**src/hw/core_evt_pkg.sv**
```systemverilog
package core_evt_pkg;

  //////////////////////////////
  // Pipeline geometry
  //////////////////////////////

  // The traced core is a plain four stage in-order pipeline
  localparam int NUM_STAGES = 4;

  // Indices into the per-stage tracking arrays
  // IF holds the youngest slot and WB the oldest one
  localparam int STAGE_IF = 0;
  localparam int STAGE_ID = 1;
  localparam int STAGE_EX = 2;
  localparam int STAGE_WB = 3;

  //////////////////////////////
  // Cause encodings
  //////////////////////////////

  // Exception and interrupt causes share one 6 bit code space
  localparam int EXC_CAUSE_W = 6;

  // Debug entry cause as it appears in dcsr.cause
  localparam int DBG_CAUSE_W = 3;

  typedef logic [EXC_CAUSE_W-1:0] exc_cause_t;
  typedef logic [DBG_CAUSE_W-1:0] dbg_cause_t;

  // Debug cause codes
  // Code 2 (trigger) is never produced by this core
  localparam dbg_cause_t DBG_CAUSE_NONE    = 3'd0;
  localparam dbg_cause_t DBG_CAUSE_EBREAK  = 3'd1;
  localparam dbg_cause_t DBG_CAUSE_HALTREQ = 3'd3;
  localparam dbg_cause_t DBG_CAUSE_STEP    = 3'd4;

endpackage

```
**src/hw/rvfi_trace_pkg.sv**
```systemverilog
package rvfi_trace_pkg;

  //////////////////////////////
  // Record field widths
  //////////////////////////////

  // The interrupt field cause is wider than the core cause
  // Upper bits are always zero in this core
  localparam int INTR_CAUSE_W = 11;

  // Trap fields reuse the core cause widths so they cannot drift apart
  localparam int TRAP_CAUSE_W     = core_evt_pkg::EXC_CAUSE_W;
  localparam int TRAP_DBG_CAUSE_W = core_evt_pkg::DBG_CAUSE_W;

  // The dbg field of a record carries a dcsr.cause code
  localparam int DBG_FIELD_W = core_evt_pkg::DBG_CAUSE_W;

  // Number of single bit flags in the trap field
  localparam int TRAP_FIELDS = 3;

  // Bit positions inside the trap flag vector
  localparam int TRAP_BIT_TRAP = 0;
  localparam int TRAP_BIT_EXC  = 1;
  localparam int TRAP_BIT_DBG  = 2;

  //////////////////////////////
  // Record field types
  //////////////////////////////

  typedef logic [INTR_CAUSE_W-1:0]     intr_cause_t;
  typedef logic [TRAP_CAUSE_W-1:0]     trap_cause_t;
  typedef logic [TRAP_DBG_CAUSE_W-1:0] trap_dbg_cause_t;
  typedef logic [DBG_FIELD_W-1:0]      dbg_field_t;
  typedef logic [TRAP_FIELDS-1:0]      trap_flags_t;

  // Widen a core cause into the interrupt field of a record
  // Zero extension only, the core has no causes above bit 5
  function automatic intr_cause_t intr_cause_from_exc(input core_evt_pkg::exc_cause_t cause);
    return {{(INTR_CAUSE_W - core_evt_pkg::EXC_CAUSE_W){1'b0}}, cause};
  endfunction

endpackage

```
**src/hw/trace_retire_fmt.sv**
```systemverilog
module trace_retire_fmt (
  input  logic                            clk_i,
  input  logic                            rst_ni,

  // Retiring instruction and its marker
  input  logic                            wb_retire_i,
  input  logic                            wb_irq_i,
  input  core_evt_pkg::exc_cause_t        wb_irq_cause_i,
  input  core_evt_pkg::dbg_cause_t        wb_dbg_cause_i,

  // Exception of the retiring instruction and step mode
  input  logic                            exc_i,
  input  core_evt_pkg::exc_cause_t        exc_cause_i,
  input  logic                            step_en_i,

  // Trace record
  output logic                            rvfi_valid_o,
  output logic                            rvfi_intr_o,
  output logic                            rvfi_intr_exc_o,
  output logic                            rvfi_intr_irq_o,
  output rvfi_trace_pkg::intr_cause_t     rvfi_intr_cause_o,
  output logic                            rvfi_trap_o,
  output logic                            rvfi_trap_exc_o,
  output logic                            rvfi_trap_dbg_o,
  output rvfi_trace_pkg::trap_cause_t     rvfi_trap_cause_o,
  output rvfi_trace_pkg::trap_dbg_cause_t rvfi_trap_dbg_cause_o,
  output rvfi_trace_pkg::dbg_field_t      rvfi_dbg_o
);

  // Events carried onto the next retirement
  logic                     pend_trap_q;
  logic                     pend_step_q;
  core_evt_pkg::exc_cause_t pend_cause_q;

  // Trap flags of the record
  rvfi_trace_pkg::trap_flags_t trap_d;
  rvfi_trace_pkg::trap_flags_t trap_q;

  rvfi_trace_pkg::trap_cause_t     trap_cause_d;
  rvfi_trace_pkg::trap_dbg_cause_t trap_dbg_cause_d;

  // Interrupt and debug fields of the record
  logic                        intr_d;
  logic                        intr_exc_d;
  logic                        intr_irq_d;
  rvfi_trace_pkg::intr_cause_t intr_cause_d;
  rvfi_trace_pkg::dbg_field_t  dbg_d;

  //////////////////////////////
  // Record fields
  //////////////////////////////

  // Trap describes the retiring instruction itself
  always_comb begin
    trap_d = '0;
    trap_d[rvfi_trace_pkg::TRAP_BIT_EXC]  = exc_i;
    trap_d[rvfi_trace_pkg::TRAP_BIT_DBG]  = step_en_i;
    trap_d[rvfi_trace_pkg::TRAP_BIT_TRAP] = exc_i || step_en_i;

    trap_cause_d     = exc_i ? exc_cause_i : '0;
    trap_dbg_cause_d = step_en_i ? core_evt_pkg::DBG_CAUSE_STEP
                                 : core_evt_pkg::DBG_CAUSE_NONE;
  end

  // The interrupt field reports how the retiring instruction was reached
  // A pending trap means it is the first handler instruction
  always_comb begin
    intr_d       = 1'b0;
    intr_exc_d   = 1'b0;
    intr_irq_d   = 1'b0;
    intr_cause_d = '0;
    if (pend_trap_q) begin
      intr_d       = 1'b1;
      intr_exc_d   = 1'b1;
      intr_cause_d = rvfi_trace_pkg::intr_cause_from_exc(pend_cause_q);
    end else if (wb_irq_i) begin
      intr_d       = 1'b1;
      intr_irq_d   = 1'b1;
      intr_cause_d = rvfi_trace_pkg::intr_cause_from_exc(wb_irq_cause_i);
    end
  end

  // Step entry after a stepped instruction overrides the marker cause
  assign dbg_d = pend_step_q ? core_evt_pkg::DBG_CAUSE_STEP : wb_dbg_cause_i;

  //////////////////////////////
  // Record registers
  //////////////////////////////

  always_ff @(posedge clk_i or negedge rst_ni) begin
    if (!rst_ni) begin
      rvfi_valid_o    <= 1'b0;
      rvfi_intr_o     <= 1'b0;
      rvfi_intr_exc_o <= 1'b0;
      rvfi_intr_irq_o <= 1'b0;
      trap_q          <= '0;
      rvfi_dbg_o      <= core_evt_pkg::DBG_CAUSE_NONE;
      pend_trap_q     <= 1'b0;
      pend_step_q     <= 1'b0;
    end else begin
      rvfi_valid_o <= wb_retire_i;
      if (wb_retire_i) begin
        rvfi_intr_o     <= intr_d;
        rvfi_intr_exc_o <= intr_exc_d;
        rvfi_intr_irq_o <= intr_irq_d;
        trap_q          <= trap_d;
        rvfi_dbg_o      <= dbg_d;
        // Consumed pending flags are replaced by this retirement's own events
        pend_trap_q     <= exc_i;
        pend_step_q     <= step_en_i;
      end else begin
        // flags only mean something while valid is high
        rvfi_intr_o     <= 1'b0;
        rvfi_intr_exc_o <= 1'b0;
        rvfi_intr_irq_o <= 1'b0;
        trap_q          <= '0;
        rvfi_dbg_o      <= core_evt_pkg::DBG_CAUSE_NONE;
      end
    end
  end

  // Causes hold their value until the next retirement
  // A check on the following record can still look back at them
  always_ff @(posedge clk_i) begin
    if (wb_retire_i) begin
      rvfi_intr_cause_o     <= intr_cause_d;
      rvfi_trap_cause_o     <= trap_cause_d;
      rvfi_trap_dbg_cause_o <= trap_dbg_cause_d;
    end
    if (wb_retire_i && exc_i) begin
      pend_cause_q <= exc_cause_i;
    end
  end

  assign rvfi_trap_o     = trap_q[rvfi_trace_pkg::TRAP_BIT_TRAP];
  assign rvfi_trap_exc_o = trap_q[rvfi_trace_pkg::TRAP_BIT_EXC];
  assign rvfi_trap_dbg_o = trap_q[rvfi_trace_pkg::TRAP_BIT_DBG];

endmodule

```
**src/hw/trace_stage_track.sv**
```systemverilog
module trace_stage_track (
  input  logic                     clk_i,
  input  logic                     rst_ni,

  // Pipeline advance and fetch qualifier
  input  logic                     adv_i,
  input  logic                     fetch_valid_i,

  // Interrupt and debug acknowledges from the controller
  input  logic                     irq_ack_i,
  input  core_evt_pkg::exc_cause_t irq_cause_i,
  input  logic                     dbg_ack_i,
  input  core_evt_pkg::dbg_cause_t dbg_cause_i,
  input  logic                     ebreak_wb_i,

  // Marker of the instruction retiring from WB
  output logic                     wb_retire_o,
  output logic                     wb_irq_o,
  output core_evt_pkg::exc_cause_t wb_irq_cause_o,
  output core_evt_pkg::dbg_cause_t wb_dbg_cause_o
);

  // Valid bits of the registered stages ID to WB
  logic [core_evt_pkg::STAGE_WB:core_evt_pkg::STAGE_ID] valid_q;

  // Valid view over all four stages
  // The IF entry is the fetch qualifier itself
  logic [core_evt_pkg::NUM_STAGES-1:0] stage_valid;

  // Per-stage event markers
  logic [core_evt_pkg::NUM_STAGES-1:0] irq_q;
  core_evt_pkg::exc_cause_t            irq_cause_q [core_evt_pkg::NUM_STAGES];
  core_evt_pkg::dbg_cause_t            dbg_cause_q [core_evt_pkg::NUM_STAGES];

  // Marker currently waiting in IF
  logic                     in_trap_if_irq;
  core_evt_pkg::dbg_cause_t in_trap_if_dbg;

  // Next IF marker after hand-on and acknowledge merge
  logic                     if_irq_d;
  core_evt_pkg::exc_cause_t if_irq_cause_d;
  core_evt_pkg::dbg_cause_t if_dbg_cause_d;

  core_evt_pkg::dbg_cause_t dbg_cause_eff;
  logic                     if_hand_on;

  assign stage_valid[core_evt_pkg::STAGE_IF] = fetch_valid_i;
  assign stage_valid[core_evt_pkg::STAGE_WB:core_evt_pkg::STAGE_ID] = valid_q;

  assign in_trap_if_irq = irq_q[core_evt_pkg::STAGE_IF];
  assign in_trap_if_dbg = dbg_cause_q[core_evt_pkg::STAGE_IF];

  // An EBREAK in WB re-enters debug mode without a fresh cause from the controller
  assign dbg_cause_eff = ebreak_wb_i ? core_evt_pkg::DBG_CAUSE_EBREAK : dbg_cause_i;

  // The IF marker leaves with the first real instruction that moves on
  assign if_hand_on = adv_i && fetch_valid_i;

  //////////////////////////////
  // IF marker capture
  //////////////////////////////

  always_comb begin
    if_irq_d       = in_trap_if_irq;
    if_irq_cause_d = irq_cause_q[core_evt_pkg::STAGE_IF];
    if_dbg_cause_d = in_trap_if_dbg;

    // Marker handed to ID in this cycle so IF starts empty
    if (if_hand_on) begin
      if_irq_d       = 1'b0;
      if_irq_cause_d = '0;
      if_dbg_cause_d = core_evt_pkg::DBG_CAUSE_NONE;
    end

    // Fresh acknowledges land in IF even on a hand-on cycle
    // They merge with a waiting marker and the newest cause wins
    if (irq_ack_i) begin
      if_irq_d       = 1'b1;
      if_irq_cause_d = irq_cause_i;
    end
    if (dbg_ack_i) begin
      if_dbg_cause_d = dbg_cause_eff;
    end
  end

  //////////////////////////////
  // Stage shift
  //////////////////////////////

  always_ff @(posedge clk_i or negedge rst_ni) begin
    if (!rst_ni) begin
      valid_q <= '0;
      irq_q   <= '0;
      for (int s = 0; s < core_evt_pkg::NUM_STAGES; s++) begin
        irq_cause_q[s] <= '0;
        dbg_cause_q[s] <= core_evt_pkg::DBG_CAUSE_NONE;
      end
    end else begin
      // IF is updated every cycle since acknowledges do not wait for an advance
      irq_q[core_evt_pkg::STAGE_IF]       <= if_irq_d;
      irq_cause_q[core_evt_pkg::STAGE_IF] <= if_irq_cause_d;
      dbg_cause_q[core_evt_pkg::STAGE_IF] <= if_dbg_cause_d;

      if (adv_i) begin
        valid_q[core_evt_pkg::STAGE_ID] <= stage_valid[core_evt_pkg::STAGE_IF];
        valid_q[core_evt_pkg::STAGE_EX] <= stage_valid[core_evt_pkg::STAGE_ID];
        valid_q[core_evt_pkg::STAGE_WB] <= stage_valid[core_evt_pkg::STAGE_EX];

        // Markers only ride along with real instructions
        // A bubble moving down clears the marker of the slot it enters
        for (int s = core_evt_pkg::STAGE_ID; s < core_evt_pkg::NUM_STAGES; s++) begin
          irq_q[s] <= stage_valid[s-1] && irq_q[s-1];
          irq_cause_q[s] <= stage_valid[s-1] ? irq_cause_q[s-1] : '0;
          dbg_cause_q[s] <= stage_valid[s-1] ? dbg_cause_q[s-1]
                                             : core_evt_pkg::DBG_CAUSE_NONE;
        end
      end
    end
  end

  //////////////////////////////
  // WB view
  //////////////////////////////

  // Retirement needs a valid WB slot on an advance
  assign wb_retire_o    = stage_valid[core_evt_pkg::STAGE_WB] && adv_i;
  assign wb_irq_o       = irq_q[core_evt_pkg::STAGE_WB];
  assign wb_irq_cause_o = irq_cause_q[core_evt_pkg::STAGE_WB];
  assign wb_dbg_cause_o = dbg_cause_q[core_evt_pkg::STAGE_WB];

endmodule

```
**src/hw/trace_top.sv**
```systemverilog
module trace_top (
  input  logic                            clk_i,
  input  logic                            rst_ni,

  // Core pipeline events
  input  logic                            adv_i,
  input  logic                            fetch_valid_i,
  input  logic                            irq_ack_i,
  input  core_evt_pkg::exc_cause_t        irq_cause_i,
  input  logic                            dbg_ack_i,
  input  core_evt_pkg::dbg_cause_t        dbg_cause_i,
  input  logic                            ebreak_wb_i,
  input  logic                            exc_i,
  input  core_evt_pkg::exc_cause_t        exc_cause_i,
  input  logic                            step_en_i,

  // Retirement trace
  output logic                            rvfi_valid_o,
  output logic                            rvfi_intr_o,
  output logic                            rvfi_intr_exc_o,
  output logic                            rvfi_intr_irq_o,
  output rvfi_trace_pkg::intr_cause_t     rvfi_intr_cause_o,
  output logic                            rvfi_trap_o,
  output logic                            rvfi_trap_exc_o,
  output logic                            rvfi_trap_dbg_o,
  output rvfi_trace_pkg::trap_cause_t     rvfi_trap_cause_o,
  output rvfi_trace_pkg::trap_dbg_cause_t rvfi_trap_dbg_cause_o,
  output rvfi_trace_pkg::dbg_field_t      rvfi_dbg_o
);

  // Marker of the instruction leaving WB
  logic                     wb_retire;
  logic                     wb_irq;
  core_evt_pkg::exc_cause_t wb_irq_cause;
  core_evt_pkg::dbg_cause_t wb_dbg_cause;

  //////////////////////////////
  // Marker tracking
  //////////////////////////////

  trace_stage_track u_track (
    .clk_i          (clk_i),
    .rst_ni         (rst_ni),
    .adv_i          (adv_i),
    .fetch_valid_i  (fetch_valid_i),
    .irq_ack_i      (irq_ack_i),
    .irq_cause_i    (irq_cause_i),
    .dbg_ack_i      (dbg_ack_i),
    .dbg_cause_i    (dbg_cause_i),
    .ebreak_wb_i    (ebreak_wb_i),
    .wb_retire_o    (wb_retire),
    .wb_irq_o       (wb_irq),
    .wb_irq_cause_o (wb_irq_cause),
    .wb_dbg_cause_o (wb_dbg_cause)
  );

  //////////////////////////////
  // Record formatting
  //////////////////////////////

  // Exception and step inputs refer to the same WB instruction as wb_retire
  trace_retire_fmt u_fmt (
    .clk_i                 (clk_i),
    .rst_ni                (rst_ni),
    .wb_retire_i           (wb_retire),
    .wb_irq_i              (wb_irq),
    .wb_irq_cause_i        (wb_irq_cause),
    .wb_dbg_cause_i        (wb_dbg_cause),
    .exc_i                 (exc_i),
    .exc_cause_i           (exc_cause_i),
    .step_en_i             (step_en_i),
    .rvfi_valid_o          (rvfi_valid_o),
    .rvfi_intr_o           (rvfi_intr_o),
    .rvfi_intr_exc_o       (rvfi_intr_exc_o),
    .rvfi_intr_irq_o       (rvfi_intr_irq_o),
    .rvfi_intr_cause_o     (rvfi_intr_cause_o),
    .rvfi_trap_o           (rvfi_trap_o),
    .rvfi_trap_exc_o       (rvfi_trap_exc_o),
    .rvfi_trap_dbg_o       (rvfi_trap_dbg_o),
    .rvfi_trap_cause_o     (rvfi_trap_cause_o),
    .rvfi_trap_dbg_cause_o (rvfi_trap_dbg_cause_o),
    .rvfi_dbg_o            (rvfi_dbg_o)
  );

endmodule

```
**config.mk**
```make
export PLATFORM = sky130hd
export DESIGN_NAME = trace_top
export DESIGN_NICKNAME = d
export VERILOG_FILES = /design/src/hw/core_evt_pkg.sv /design/src/hw/rvfi_trace_pkg.sv /design/src/hw/trace_retire_fmt.sv /design/src/hw/trace_stage_track.sv /design/src/hw/trace_top.sv
export SDC_FILE = /design/constraint.sdc
export NUM_CORES = 1
export LEC_CHECK = 0
export BUFFER_PORTS_ARGS = -buffer_cell sky130_fd_sc_hd__buf_2
export CORE_MARGIN = 3
export CORE_UTILIZATION = 54
export DETAILED_ROUTE_END_ITERATION = 10
export GPL_TIMING_DRIVEN = 0
export PLACE_DENSITY = 0.84
export SLEW_MARGIN = 10
export SYNTH_ARGS = -nofsm -noshare
export SYNTH_HDL_FRONTEND = slang
export SYNTH_SLANG_ARGS = --single-unit
```
**constraint.sdc**
```tcl
create_clock -name clk_i -period 1.6 [get_ports clk_i]
set_input_delay 0.08 -clock clk_i [delete_from_list [all_inputs] [get_ports clk_i]]
set_output_delay 0.08 -clock clk_i [all_outputs]
set_load 0.01 [all_outputs]
```
### Word-level counts from Yosys, hierarchy flattened

Index checks and enable logic that the tools add are counted.
W data, S select, Z words.

| operators by class | value |
|---|---|
| reductions and logical operators | 9 |
| mux-type cells | 26 |

Operators with widths:

| cell | count |
|---|---|
| $mux W6 | 7 |
| $mux W3 | 10 |
| $mux W1 | 9 |
| $logic_and A1 B1 Y1 | 6 |
| $reduce_bool A2 Y1 | 2 |
| $logic_or A1 B1 Y1 | 1 |

| storage, ports and cells | value |
|---|---|
| word-level logic and storage cells | 59 |
| flip-flop bits (word level) | 81 |

### Logic depth before layout (Yosys ltp)

Gate-level depths: netlist (run 1).

| logic depth | value |
|---|---|
| depth after elaboration | 3 |
| depth in mapped cells | 4 |
| gate-level depth less buffers | 2 |

### Cells and area by module

A second synthesis (run 1) with hierarchy kept.

| second synthesis, totals | value |
|---|---|
| cell total of the unflattened synthesis | 252 |
| area total of the unflattened synthesis | 2982.9 µm² |

Modules (own cells, without submodules):

| module | area an instance (µm²) | cells each | instances |
|---|---|---|---|
| trace_stage_track | 1826.8 | 185 | 1 |
| trace_retire_fmt | 1156.1 | 67 | 1 |

### Least setup slack after synthesis (run 1)

No wires, ideal clock.

| timing | value |
|---|---|
| path type | register to register |
| from | register u_track.valid_q[3] (netlist name) |
| to | register u_fmt.rvfi_intr_cause_o[0] (enable) |
| setup time | 0.352 ns |
| buffers on the path | 0 |
| arrival | 0.787 ns |
| period minus slack after synthesis | 1.139 ns |
| required time | 1.248 ns |
| slack | 0.461 ns |
| stages on the path, launching flop included | 3 |
| cell sequence | dfrtp_1 > nand2_2 > inv_1 |

| between the ends | value |
|---|---|
| longest elaborated chain between the ends | 1 |

Ends and longest elaborated chain:

| element | RTL line | source |
|---|---|---|
| start, declared | trace_stage_track.sv:24 | `logic [core_evt_pkg::STAGE_WB:core_evt_pkg::STAGE_ID] valid_q;` |
| start signal, assigned by index | trace_stage_track.sv:105 | `valid_q[core_evt_pkg::STAGE_ID] <= stage_valid[core_evt_pkg::STAGE_IF];` |
| start signal, assigned by index | trace_stage_track.sv:106 | `valid_q[core_evt_pkg::STAGE_EX] <= stage_valid[core_evt_pkg::STAGE_ID];` |
| start signal, assigned by index | trace_stage_track.sv:107 | `valid_q[core_evt_pkg::STAGE_WB] <= stage_valid[core_evt_pkg::STAGE_EX];` |
| $logic_and A1 B1 Y1 | trace_stage_track.sv:126 | `assign wb_retire_o = stage_valid[core_evt_pkg::STAGE_WB] && adv_i;` |
| net u_fmt.wb_retire_i | trace_retire_fmt.sv:6 | `input logic wb_retire_i,` |
| end signal, assigned | trace_retire_fmt.sv:126 | `rvfi_intr_cause_o <= intr_cause_d;` |
| end, declared | trace_retire_fmt.sv:21 | `output rvfi_trace_pkg::intr_cause_t rvfi_intr_cause_o,` |

The timed path passes the listed nets, and every way through them passes these cells.
A chain may end at the register's enable or synchronous reset.

### Worst setup path in the final report (run 1)

| timing | value |
|---|---|
| from | register u_track.valid_q[3] (netlist name) |
| to | register u_fmt.rvfi_trap_cause_o[1] (enable) |

| between the ends | value |
|---|---|
| longest elaborated chain between the ends | 1 |

Ends and longest elaborated chain:

| element | RTL line | source |
|---|---|---|
| $logic_and A1 B1 Y1 | trace_stage_track.sv:126 |  |
| net u_fmt.wb_retire_i | trace_retire_fmt.sv:6 |  |
| end signal, assigned | trace_retire_fmt.sv:127 | `rvfi_trap_cause_o <= trap_cause_d;` |
| end, declared | trace_retire_fmt.sv:25 | `output rvfi_trace_pkg::trap_cause_t rvfi_trap_cause_o,` |

The timed path passes the listed nets, and every way through them passes these cells.

==> flow_summary.yaml, run 1 <==
routing:
  postRouteAntennaNets: 0
  via_per_inst: 4.80
  dr.pass1.iters: 4
  drc_errors: 0
  vias: 1878
  drt_iter0_markers: 103
  drt-total-wl_um: 5160
  drt-wirelength-per-cell_um: 13.2
die:
  die_x_um: 78.5
  placementRows: 25
  die-area_sq_um: 6160
  io_pins: 54
  coreArea_sq_um: 4910
  start_util_pct: 57.8
  die_h_um: 78.5
global_routing:
  grt_pass1_vias: 1824
  met3_usage_pct: 3.56
  antenna_found_initial: 0
  grt_pass1_wl_um: 8630
  grt_max_degree: 56
  grt-busiest-layer: "met2"
  grt.met1_usage_pct: 22.7
  overflow: 0
  grtUsageTotal_pct: 18.7
  grtUsageMet2_pct: 31.6
cells_and_area:
  insertedDiodeCount: 0
  layout-drive-gt1-share_pct: 24.7
  area_growth_pct: 25.8
  fin_nets: 343
yosys:
  synth_fa_ha_area_share_pct: 0
  yosysTopAreaCell: "dfrtp_1"
  ys_types: 27
  avgSynthCellArea_sq_um: 11.9
  synth.mux.area_fraction_pct: 0.397
  synth_top_cell_area_share_pct: 48.5
  synth_compound_area_share_pct: 11.0
  yosysSeqAreaShare_pct: 68.6
  synth_area_sq_um: 2840
  synth_xor_area_share_pct: 0
  ys_ff_latch: 74
  synth_enable_flop_cells: 19
  synthFlopType: "dfrtp_1"
  yosys.area_share.simple_pct: 11.7
  yosys-top-cells-count: "dfrtp_1 (55), inv_1 (27), o21ai_0 (25), nand3_1 (24), edfxtp_1 (19)"
  ys_warn_count: 0
  synthArstFlopShare_pct: 74.3
  synth_most_common_cell: "dfrtp_1"
  yosys-top-cells-area: "dfrtp_1 (49%), edfxtp_1 (20%), o21ai_0 (4.4%), nand3_1 (4.2%), inv_1 (3.6%)"
  synth_top_family_by_area: "simple AND/OR/NAND/NOR gates"
  syn_inst: 239
min_path:
  min_path_type: "in -> reg"
  hold_depth: 3
  min_to: "u_track.irq_cause_q[16]"
  min-delay-start: "fetch_valid_i"
clock_network:
  clock-root-buffer: "clkbuf_8"
  htree_levels: 3
  cts_made_buffers: 9
  clk_latency_ns: 0.34
  clk_path_buf_depth: 2
  clock-sinks: 74
  cts_tree: "built"
  path_clk_slew_ns: 0.08
  postCtsSetupRepairBufs: 0
worst_setup_path:
  cp_top_family: "buffers and inverters"
  slowest_delay_ns: 0.42
  crit-reg2reg-launch: "u_track.valid_q[3]"
  path_buf_inv: 1
  path_max_fanout: 14
  cp.required_ns: 1.58
  crit_type: "reg -> reg"
  r2r_end: "u_fmt.rvfi_trap_cause_o[1]"
  rr_worst_depth: 2
  critPathSlowestCell: "inv_1"
  critPathLaunchType: "register"
  ff2ff_setup_slack_ns: 0.27
  setup.worst_path.end_class: "register"
  path_cells: "nand2_2, inv_1"
  crit_arrival_ns: 1.31
sta:
  hold_viol: 0
  period_needed_ns: 1.33
  fin_crit_sh_pct: 83.2
  whs_ns: 0.00972
  relSlewSlack_pct: 54.9
  max_freq_mhz: 752
  slew_viol_final: 0
  finClkSkew_ns: 0.00863
  timing.final.ws_setup_ns: 0.270
  setup_viol: 0
  finalSetupTns_ns: 0
  worst_slew_pin_slew_ns: 0.677
  grt_setup_unrepaired: "no"
place:
  gp_congestion: 0.745
  dp_hpwl_um: 3350
  place_ws_ns: 0.284
  port_buffers: 45
power_and_ir_drop:
  power_density_nw_per_um2: 1150
  peakVddDrop_mv: 0.626
  p_leak_nw: 1.66
run:
  cap_violations: 0
status:
  status: "finished, final reports clean"
cell usage in the layout (no fill, tap or decap), drive strengths merged:
cell type	netlist	final
and3	3	3
o22ai	1	1
nand3	24	24
nor2b	2	2
edfxtp	19	19
nor3	2	2
a22o	8	8
o32ai	1	1
nor2	6	6
clkbuf	4	13
o21ai	34	34
o2bb2ai	3	3
a21o	4	4
dfrtp	55	55
bufinv	0	2
clkinv	0	3
nand2b	8	8
clkinvlp	0	2
nand2	13	13
conb	1	7
dlygate4sd3	0	18
and2	7	7
mux2	1	1
inv	28	28
buf	15	60
per-layer routing:
layer	routed length [um]	vias to the layer above
li1	-	948
met1	2260	862
met2	2570	58
met3	229	10
met4	108	0
met5	0	-
what timing repair did:
| action | 4_1_cts | 5_1_grt |
|---|---|---|
| hold buffers | 17 | 1 |
| resized for setup | 0 | 0 |
| hold endpoints to repair | 17 | 55 |
worst max-delay path by stage:
| stage | slack (ns) | from | end | depth (start not counted) |
|---|---|---|---|---|
| after detailed placement | 0.28 | u_track.valid_q[3] | u_fmt.rvfi_intr_cause_o[0] | 2 |
| final | 0.27 | u_track.valid_q[3] | u_fmt.rvfi_trap_cause_o[1] | 2 |
| after floorplan | 0.46 | u_track.valid_q[3] | u_fmt.rvfi_intr_cause_o[0] | 2 |
| after global placement | 0.31 | u_track.valid_q[3] | u_fmt.rvfi_trap_cause_o[0] | 2 |
| after CTS | 0.27 | u_track.valid_q[3] | u_fmt.rvfi_trap_cause_o[1] | 2 |
| after global routing | 0.19 | u_track.valid_q[3] | u_fmt.rvfi_intr_cause_o[4] | 2 |
where the power goes:
part | internal [mW] | switching [mW]
sequential | 2.08 | 0.0625
combinational | 0.186 | 0.235
clock | 0.874 | 0.679
total | 3.13 | 0.977
worst register-to-register path, delay by kind of cell (launching register included):
| family | cells | cell delay (ns) |
|---|---|---|
| flops | 1 | 0.41 |
| buf+inv | 1 | 0.42 |
| simple gates | 1 | 0.14 |
sequential cells by signal (all words and copies together) (netlist names):
register / cells
u_fmt.pend_cause_q: 6
u_fmt.pend_step_q: 1
u_fmt.pend_trap_q: 1
u_fmt.rvfi_dbg_o: 3
u_fmt.rvfi_intr_cause_o: 6
u_fmt.rvfi_intr_exc_o: 1
u_fmt.rvfi_intr_irq_o: 1
u_fmt.rvfi_intr_o: 1
u_fmt.rvfi_trap_cause_o: 6
u_fmt.rvfi_trap_dbg_cause_o: 1
u_fmt.rvfi_valid_o: 1
u_fmt.trap_q: 3
u_track.dbg_cause_q: 6
u_track.in_trap_if_dbg: 3
u_track.irq_cause_q: 18
u_track.irq_q: 4
u_track.valid_q: 3
u_track.wb_dbg_cause_o: 3
u_track.wb_irq_cause_o: 6
cells by family (layout without fill, tap and decap cells):
kind of cell | after synthesis | in the layout
other | 1 | 7
muxes | 1 | 1
and+or+nand+nor | 65 | 65
DFF | 74 | 74
AOI/OAI and AO/OA | 51 | 51
buffers and inverters | 47 | 126
final cells by class:
cell class	count	area, sq um
Sequential cell	74	1950
Clock buffer	9	124
Inverter	28	105
Tap cell	67	83.8
Multi-Input combinational cell	124	681
Clock inverter	7	93.8
Buffer	19	128
Timing Repair Buffer	63	408
Fill cell	361	1340
through the flow:
step | power (mW) | utilization [%] | cell area, sq um | cells
2_1_floorplan | 2.40 | - | 2860 | 245
3_3_place_gp | 2.53 | 64.5 | 3170 | 357
3_5_place_dp | 2.56 | 64.5 | 3170 | 357
4_1_cts | 4.14 | 72.4 | 3560 | 390
5_1_grt | 4.29 | 72.7 | 3570 | 391
6_report | 4.11 | 72.7 | 3570 | 391
Power figures use the tool's default switching activity.
==> inputs of run 2 (changes only) <==
==> constraint.sdc (replaced) <==
create_clock -name clk_i -period 1.4 [get_ports clk_i]
set_input_delay 0.07 -clock clk_i [delete_from_list [all_inputs] [get_ports clk_i]]
set_output_delay 0.07 -clock clk_i [all_outputs]
set_load 0.01 [all_outputs]
==> flow_summary.yaml, run 2 (synthesis results as in run 1) <==
status:
  status: "finished, final reports clean"
sta:
  period_needed_ns: 1.30
  finClkSkew_ns: 0.00829
  whs_ns: 0.0136
  relSlewSlack_pct: 54.7
  finalSetupTns_ns: 0
  timing.final.ws_setup_ns: 0.0954
  grt_setup_unrepaired: "no"
  worst_slew_pin_slew_ns: 0.679
  hold_viol: 0
  slew_viol_final: 0
  max_freq_mhz: 767
  setup_viol: 0
  fin_crit_sh_pct: 93.2
routing:
  drt-total-wl_um: 5300
  via_per_inst: 4.83
  dr.pass1.iters: 4
  postRouteAntennaNets: 0
  drt_iter0_markers: 100
  drt-wirelength-per-cell_um: 13.4
  vias: 1906
  drc_errors: 0
worst_setup_path:
  critPathSlowestCell: "dlygate4sd3_1"
  critPathLaunchType: "register"
  crit_type: "reg -> reg"
  critPathLaunch: "u_track.in_trap_if_dbg[1]"
  crit_arrival_ns: 1.57
  path_cells: "inv_1, o32ai_1, dlygate4sd3_1"
  slowest_delay_ns: 0.59
  setup.worst_path.end_class: "register"
  ff2ff_setup_slack_ns: 0.1
  path_max_fanout: 2
  r2r_end: "u_track.in_trap_if_dbg[1]"
  rr_worst_depth: 3
  cp.required_ns: 1.67
  crit-reg2reg-launch: "u_track.in_trap_if_dbg[1]"
cells_and_area:
  final_common_cell: "dfrtp_1"
  fin_util_pct: 73.6
  layout_common_cells: "dfrtp_1 (55), buf_2 (47), inv_1 (26)"
  layout-drive-gt1-share_pct: 24.7
  area_growth_pct: 27.3
  largest_reg_flops: 18
  final_area_sq_um: 3610
  final_cells: 395
  fin_nets: 347
  largest_register: "u_track.irq_cause_q"
  insertedDiodeCount: 0
clock_network:
  clk_path_buf_depth: 2
  clock-root-buffer: "clkbuf_8"
  htree_levels: 3
  path_clk_slew_ns: 0.07
  cts_made_buffers: 9
  clock-sinks: 74
  postCtsSetupRepairBufs: 0
  cts_tree: "built"
  clk_latency_ns: 0.34
global_routing:
  grt_max_degree: 56
  grt_pass1_vias: 1873
  grt_pass1_wl_um: 8850
  grtUsageTotal_pct: 19.2
  antenna_found_initial: 0
  overflow: 0
die:
  start_util_pct: 57.8
  die_x_um: 78.5
  die_h_um: 78.5
  placementRows: 25
  io_pins: 54
  coreArea_sq_um: 4910
  die-area_sq_um: 6160
min_path:
  min_path_type: "in -> reg"
  min_to: "u_track.irq_cause_q[13]"
  min-delay-start: "fetch_valid_i"
  hold_depth: 3
power_and_ir_drop:
  power.total_mw: 4.71
  power_density_nw_per_um2: 1300
  p_leak_nw: 1.67
  peakVddDrop_mv: 0.716
place:
  place_ws_ns: 0.0836
  placedCellCount: 357
  dp_hpwl_um: 3350
  port_buffers: 45
  gp_congestion: 0.745
  placed_area_sq_um: 3170
run:
  cap_violations: 0
## run 2: layout make-up
type / instances / area (sq um)
multi-input combinational: 124 / 681
clock buffer: 9 / 124
buffer: 19 / 128
sequential: 74 / 1950
clock inverter: 7 / 93.8
inverter: 28 / 109
tap: 67 / 83.8
fill: 357 / 1300
timing repair buffer: 67 / 448
## run 2: timing repair
item,in CTS,in global routing
resized for setup,0,1
endpoints found under the hold margin,19,55
hold buffers,21,1
setup endpoints to repair,0,13
## run 2: how the worst max path moves through the flow
stage | end | slack (ns)
global route | u_track.in_trap_if_dbg[1] | 0.05
finish | u_track.in_trap_if_dbg[1] | 0.1
detailed placement | u_fmt.rvfi_intr_cause_o[0] | 0.08
CTS | u_fmt.rvfi_trap_cause_o[1] | 0.07
global placement | u_fmt.rvfi_trap_cause_o[0] | 0.11
floorplan | u_fmt.rvfi_intr_cause_o[0] | 0.26
## run 2: critical path, delay by kind of cell, from the launching register on
kind	cells	cell delay [ns]
AOI/OAI and AO/OA	1	0.26
buffers and inverters	2	0.63
DFF	1	0.35
## run 2: power by group
| group | switching (mW) | internal (mW) | leakage [nW] |
|---|---|---|---|
| Combinational | 0.273 | 0.221 | 0.658 |
| Clock | 0.776 | 0.999 | 0.105 |
| Sequential | 0.0724 | 2.37 | 0.907 |
## run 2: per-layer routing
layer	global-route usage [%]	share of wire [%]	vias up
li1	-	-	957
met1	22.8	43	881
met2	33.1	51	58
met3	3.56	4.4	10
met4	9.97	2.0	0
met5	0	0	-
==> inputs of run 3 (changes only) <==
--- a/config.mk
+++ b/config.mk
@@ -5,6 +5,7 @@
 export SDC_FILE = /design/constraint.sdc
 export NUM_CORES = 1
 export LEC_CHECK = 0
+export ABC_AREA = 1
 export BUFFER_PORTS_ARGS = -buffer_cell sky130_fd_sc_hd__buf_2
 export CORE_MARGIN = 3
 export CORE_UTILIZATION = 54
==> flow_summary.yaml, run 3 <==
yosys:
  syn_inst: 278
  yosys-top-cells-count: "nand2_1 (98), dfrtp_1 (55), nand3_1 (44), edfxtp_1 (19), inv_1 (18)"
  synth_enable_flop_cells: 19
  ys_ff_latch: 74
  synthFlopType: "dfrtp_1"
  yosysTopAreaCell: "dfrtp_1"
  synth_top_cell_area_share_pct: 47.4
  yosysSeqAreaShare_pct: 67.0
  ys_types: 17
  synth_most_common_cell: "nand2_1"
  synth_area_sq_um: 2900
  yosys-top-cells-area: "dfrtp_1 (47%), edfxtp_1 (20%), nand2_1 (13%), nand3_1 (7.6%), buf_6 (3.1%)"
  avgSynthCellArea_sq_um: 10.4
  ys_warn_count: 0
  synthArstFlopShare_pct: 74.3
cells_and_area:
  layout_common_cells: "nand2_1 (98), dfrtp_1 (55), buf_2 (48)"
  area_growth_pct: 27.4
  layout-drive-gt1-share_pct: 24.6
  largest_reg_flops: 18
  largest_register: "u_track.irq_cause_q"
  insertedDiodeCount: 0
  fin_nets: 385
  final_common_cell: "nand2_1"
  fillers: 379
routing:
  drt-wirelength-per-cell_um: 11.6
  wirelength_met1_um: 2110
  via_per_inst: 4.74
  vias: 2065
  drt-total-wl_um: 5040
  top_layer_used: "met4"
  postRouteAntennaNets: 0
  wl_met3_um: 295
  drt_iter0_markers: 91
  dr.pass1.iters: 4
  drc_errors: 0
  met2_length_um: 2580
global_routing:
  antenna_found_initial: 0
  grt_pass1_wl_um: 8830
  grt_pass1_vias: 2014
  grtUsageTotal_pct: 18.2
  grt_max_degree: 56
  overflow: 0
clock_network:
  path_clk_slew_ns: 0.07
  htree_levels: 3
  clk_latency_ns: 0.34
  clk_path_buf_depth: 2
  cts_made_buffers: 9
  clock-sinks: 74
  postCtsSetupRepairBufs: 0
  clock-root-buffer: "clkbuf_8"
  cts_tree: "built"
worst_setup_path:
  crit_arrival_ns: 1.47
  rr_worst_depth: 3
  ff2ff_setup_slack_ns: 0.17
  cp_top_family: "buffers and inverters"
  cp.required_ns: 1.63
  path_cells: "dlygate4sd3_1, buf_2, o21ai_0, dlygate4sd3_1, nand2_1"
  crit_type: "in -> reg"
  r2r_end: "u_fmt.rvfi_trap_cause_o[0]"
  critPathLaunchType: "input pin"
  timing.critical_path.mode_cell: "dlygate4sd3_1"
  critPathSlowestCell: "dlygate4sd3_1"
  path_buf_inv: 3
  path_max_fanout: 1
  crit-reg2reg-launch: "u_track.valid_q[3]"
  slowest_delay_ns: 0.57
  setup.worst_path.end_class: "register"
power_and_ir_drop:
  combPwrFrac_pct: 10.5
  power_frac_seq_pct: 49.6
  p_sw_mw: 1.12
  power_density_nw_per_um2: 1320
  p_leak_nw: 1.94
  power_frac_clock_pct: 39.9
  power.total_mw: 4.87
  intPower_mw: 3.76
  peakVddDrop_mv: 0.979
  swShare_pct: 22.9
sta:
  finalSetupTns_ns: 0
  max_freq_mhz: 805
  finClkSkew_ns: 0.00630
  slew_viol_final: 0
  fin_crit_sh_pct: 88.7
  worst_slew_pin_slew_ns: 0.674
  hold_viol: 0
  setup_viol: 0
  relSlewSlack_pct: 55.1
  grt_setup_unrepaired: "no"
  period_needed_ns: 1.24
die:
  die-area_sq_um: 6290
  placementRows: 26
  io_pins: 54
  die_h_um: 79.3
  die_x_um: 79.3
  coreArea_sq_um: 5140
  start_util_pct: 56.5
min_path:
  min-delay-start: "irq_ack_i"
  min_path_type: "in -> reg"
  hold_depth: 3
  min_to: "u_track.irq_cause_q[21]"
status:
  status: "finished, final reports clean"
run:
  cap_violations: 0
place:
  gp_congestion: 0.759
  port_buffers: 45
  dp_hpwl_um: 3290
-- run 3: logic make-up (layout without fill, tap and decap cells) --
kind of cell / count (synthesis) / after routing / share of synthesized area, %
DFF: 74 / 74 / 67.0
buffers and inverters: 40 / 122 / 8.57
and+or+nand+nor: 152 / 152 / 22.1
AOI/OAI and AO/OA: 11 / 11 / 2.15
other: 1 / 7 / 0.129
-- run 3: routing by layer --
layer / up-vias / global-route usage (%)
met2: 62 / 32.0
met4: 0 / 7.22
met3: 7 / 5.10
li1: 1038 / -
met1: 958 / 21.0
met5: - / 0
-- run 3: how the worst max path moves through the flow --
| stage | to | slack [ns] | cells after the start | startpoint |
|---|---|---|---|---|
| final | u_track.in_trap_if_dbg[0] | 0.16 | 5 | dbg_cause_i[0] |
| after global routing | u_fmt.rvfi_intr_cause_o[4] | 0.08 | 3 | u_track.valid_q[3] |
| after CTS | u_fmt.pend_cause_q[3] | 0.01 | 3 | u_track.valid_q[3] |
| after detailed placement | u_fmt.pend_cause_q[2] | 0.03 | 3 | u_track.valid_q[3] |
| after global placement | u_fmt.pend_cause_q[2] | 0.04 | 3 | u_track.valid_q[3] |
| after floorplan | u_fmt.pend_cause_q[0] | 0.16 | 3 | u_track.valid_q[3] |
-- run 3: area by class of cell --
cell class                 count  area (sq um)  area share, %
sequential                    74          1950           52.6
multi-input combinational    170           733           19.8
timing repair buffer          66           438           11.8
buffer                        21           178           4.80
clock buffer                   9           124           3.35
clock inverter                 7           118           3.18
tap                           70          87.6           2.37
inverter                      19          75.1           2.03
-- run 3: worst register-to-register path, delay by kind of cell, from the launching register on --
family	cells	cell delay, ns
buf+inv	2	0.41
simple gates	1	0.10
flops	1	0.41
-- run 3: power by group through the flow --
stage	Clock (mW)	Sequential [mW]	Combinational, mW
after floorplan	0	2.47	0.288
after global placement	0	2.46	0.446
after detailed placement	0	2.46	0.465
after CTS	1.98	2.42	0.514
after global routing	2.09	2.43	0.581
final	1.94	2.42	0.511
-- run 3: through the flow --
stage | cell area, sq um | cells | worst slack [ns] | hold WS [ns] | util [%]
2_1_floorplan | 2930 | 284 | 0.164 | -0.226 | -
3_5_place_dp | 3240 | 399 | 0.0260 | 0.265 | 63.0
6_report | 3700 | 436 | 0.158 | 0.0181 | 72.0
5_1_grt | 3700 | 436 | 0.0807 | 0.0282 | 72.0
3_3_place_gp | 3240 | 399 | 0.0439 | 0.268 | 63.0
4_1_cts | 3690 | 436 | 0.0118 | 0.000417 | 71.8
-- run 3: what timing repair did --
action                     4_1_cts  5_1_grt
hold endpoints to repair        25        0
hold buffers                    21        0
setup endpoints to repair        0       18
gates resized for setup          0        2
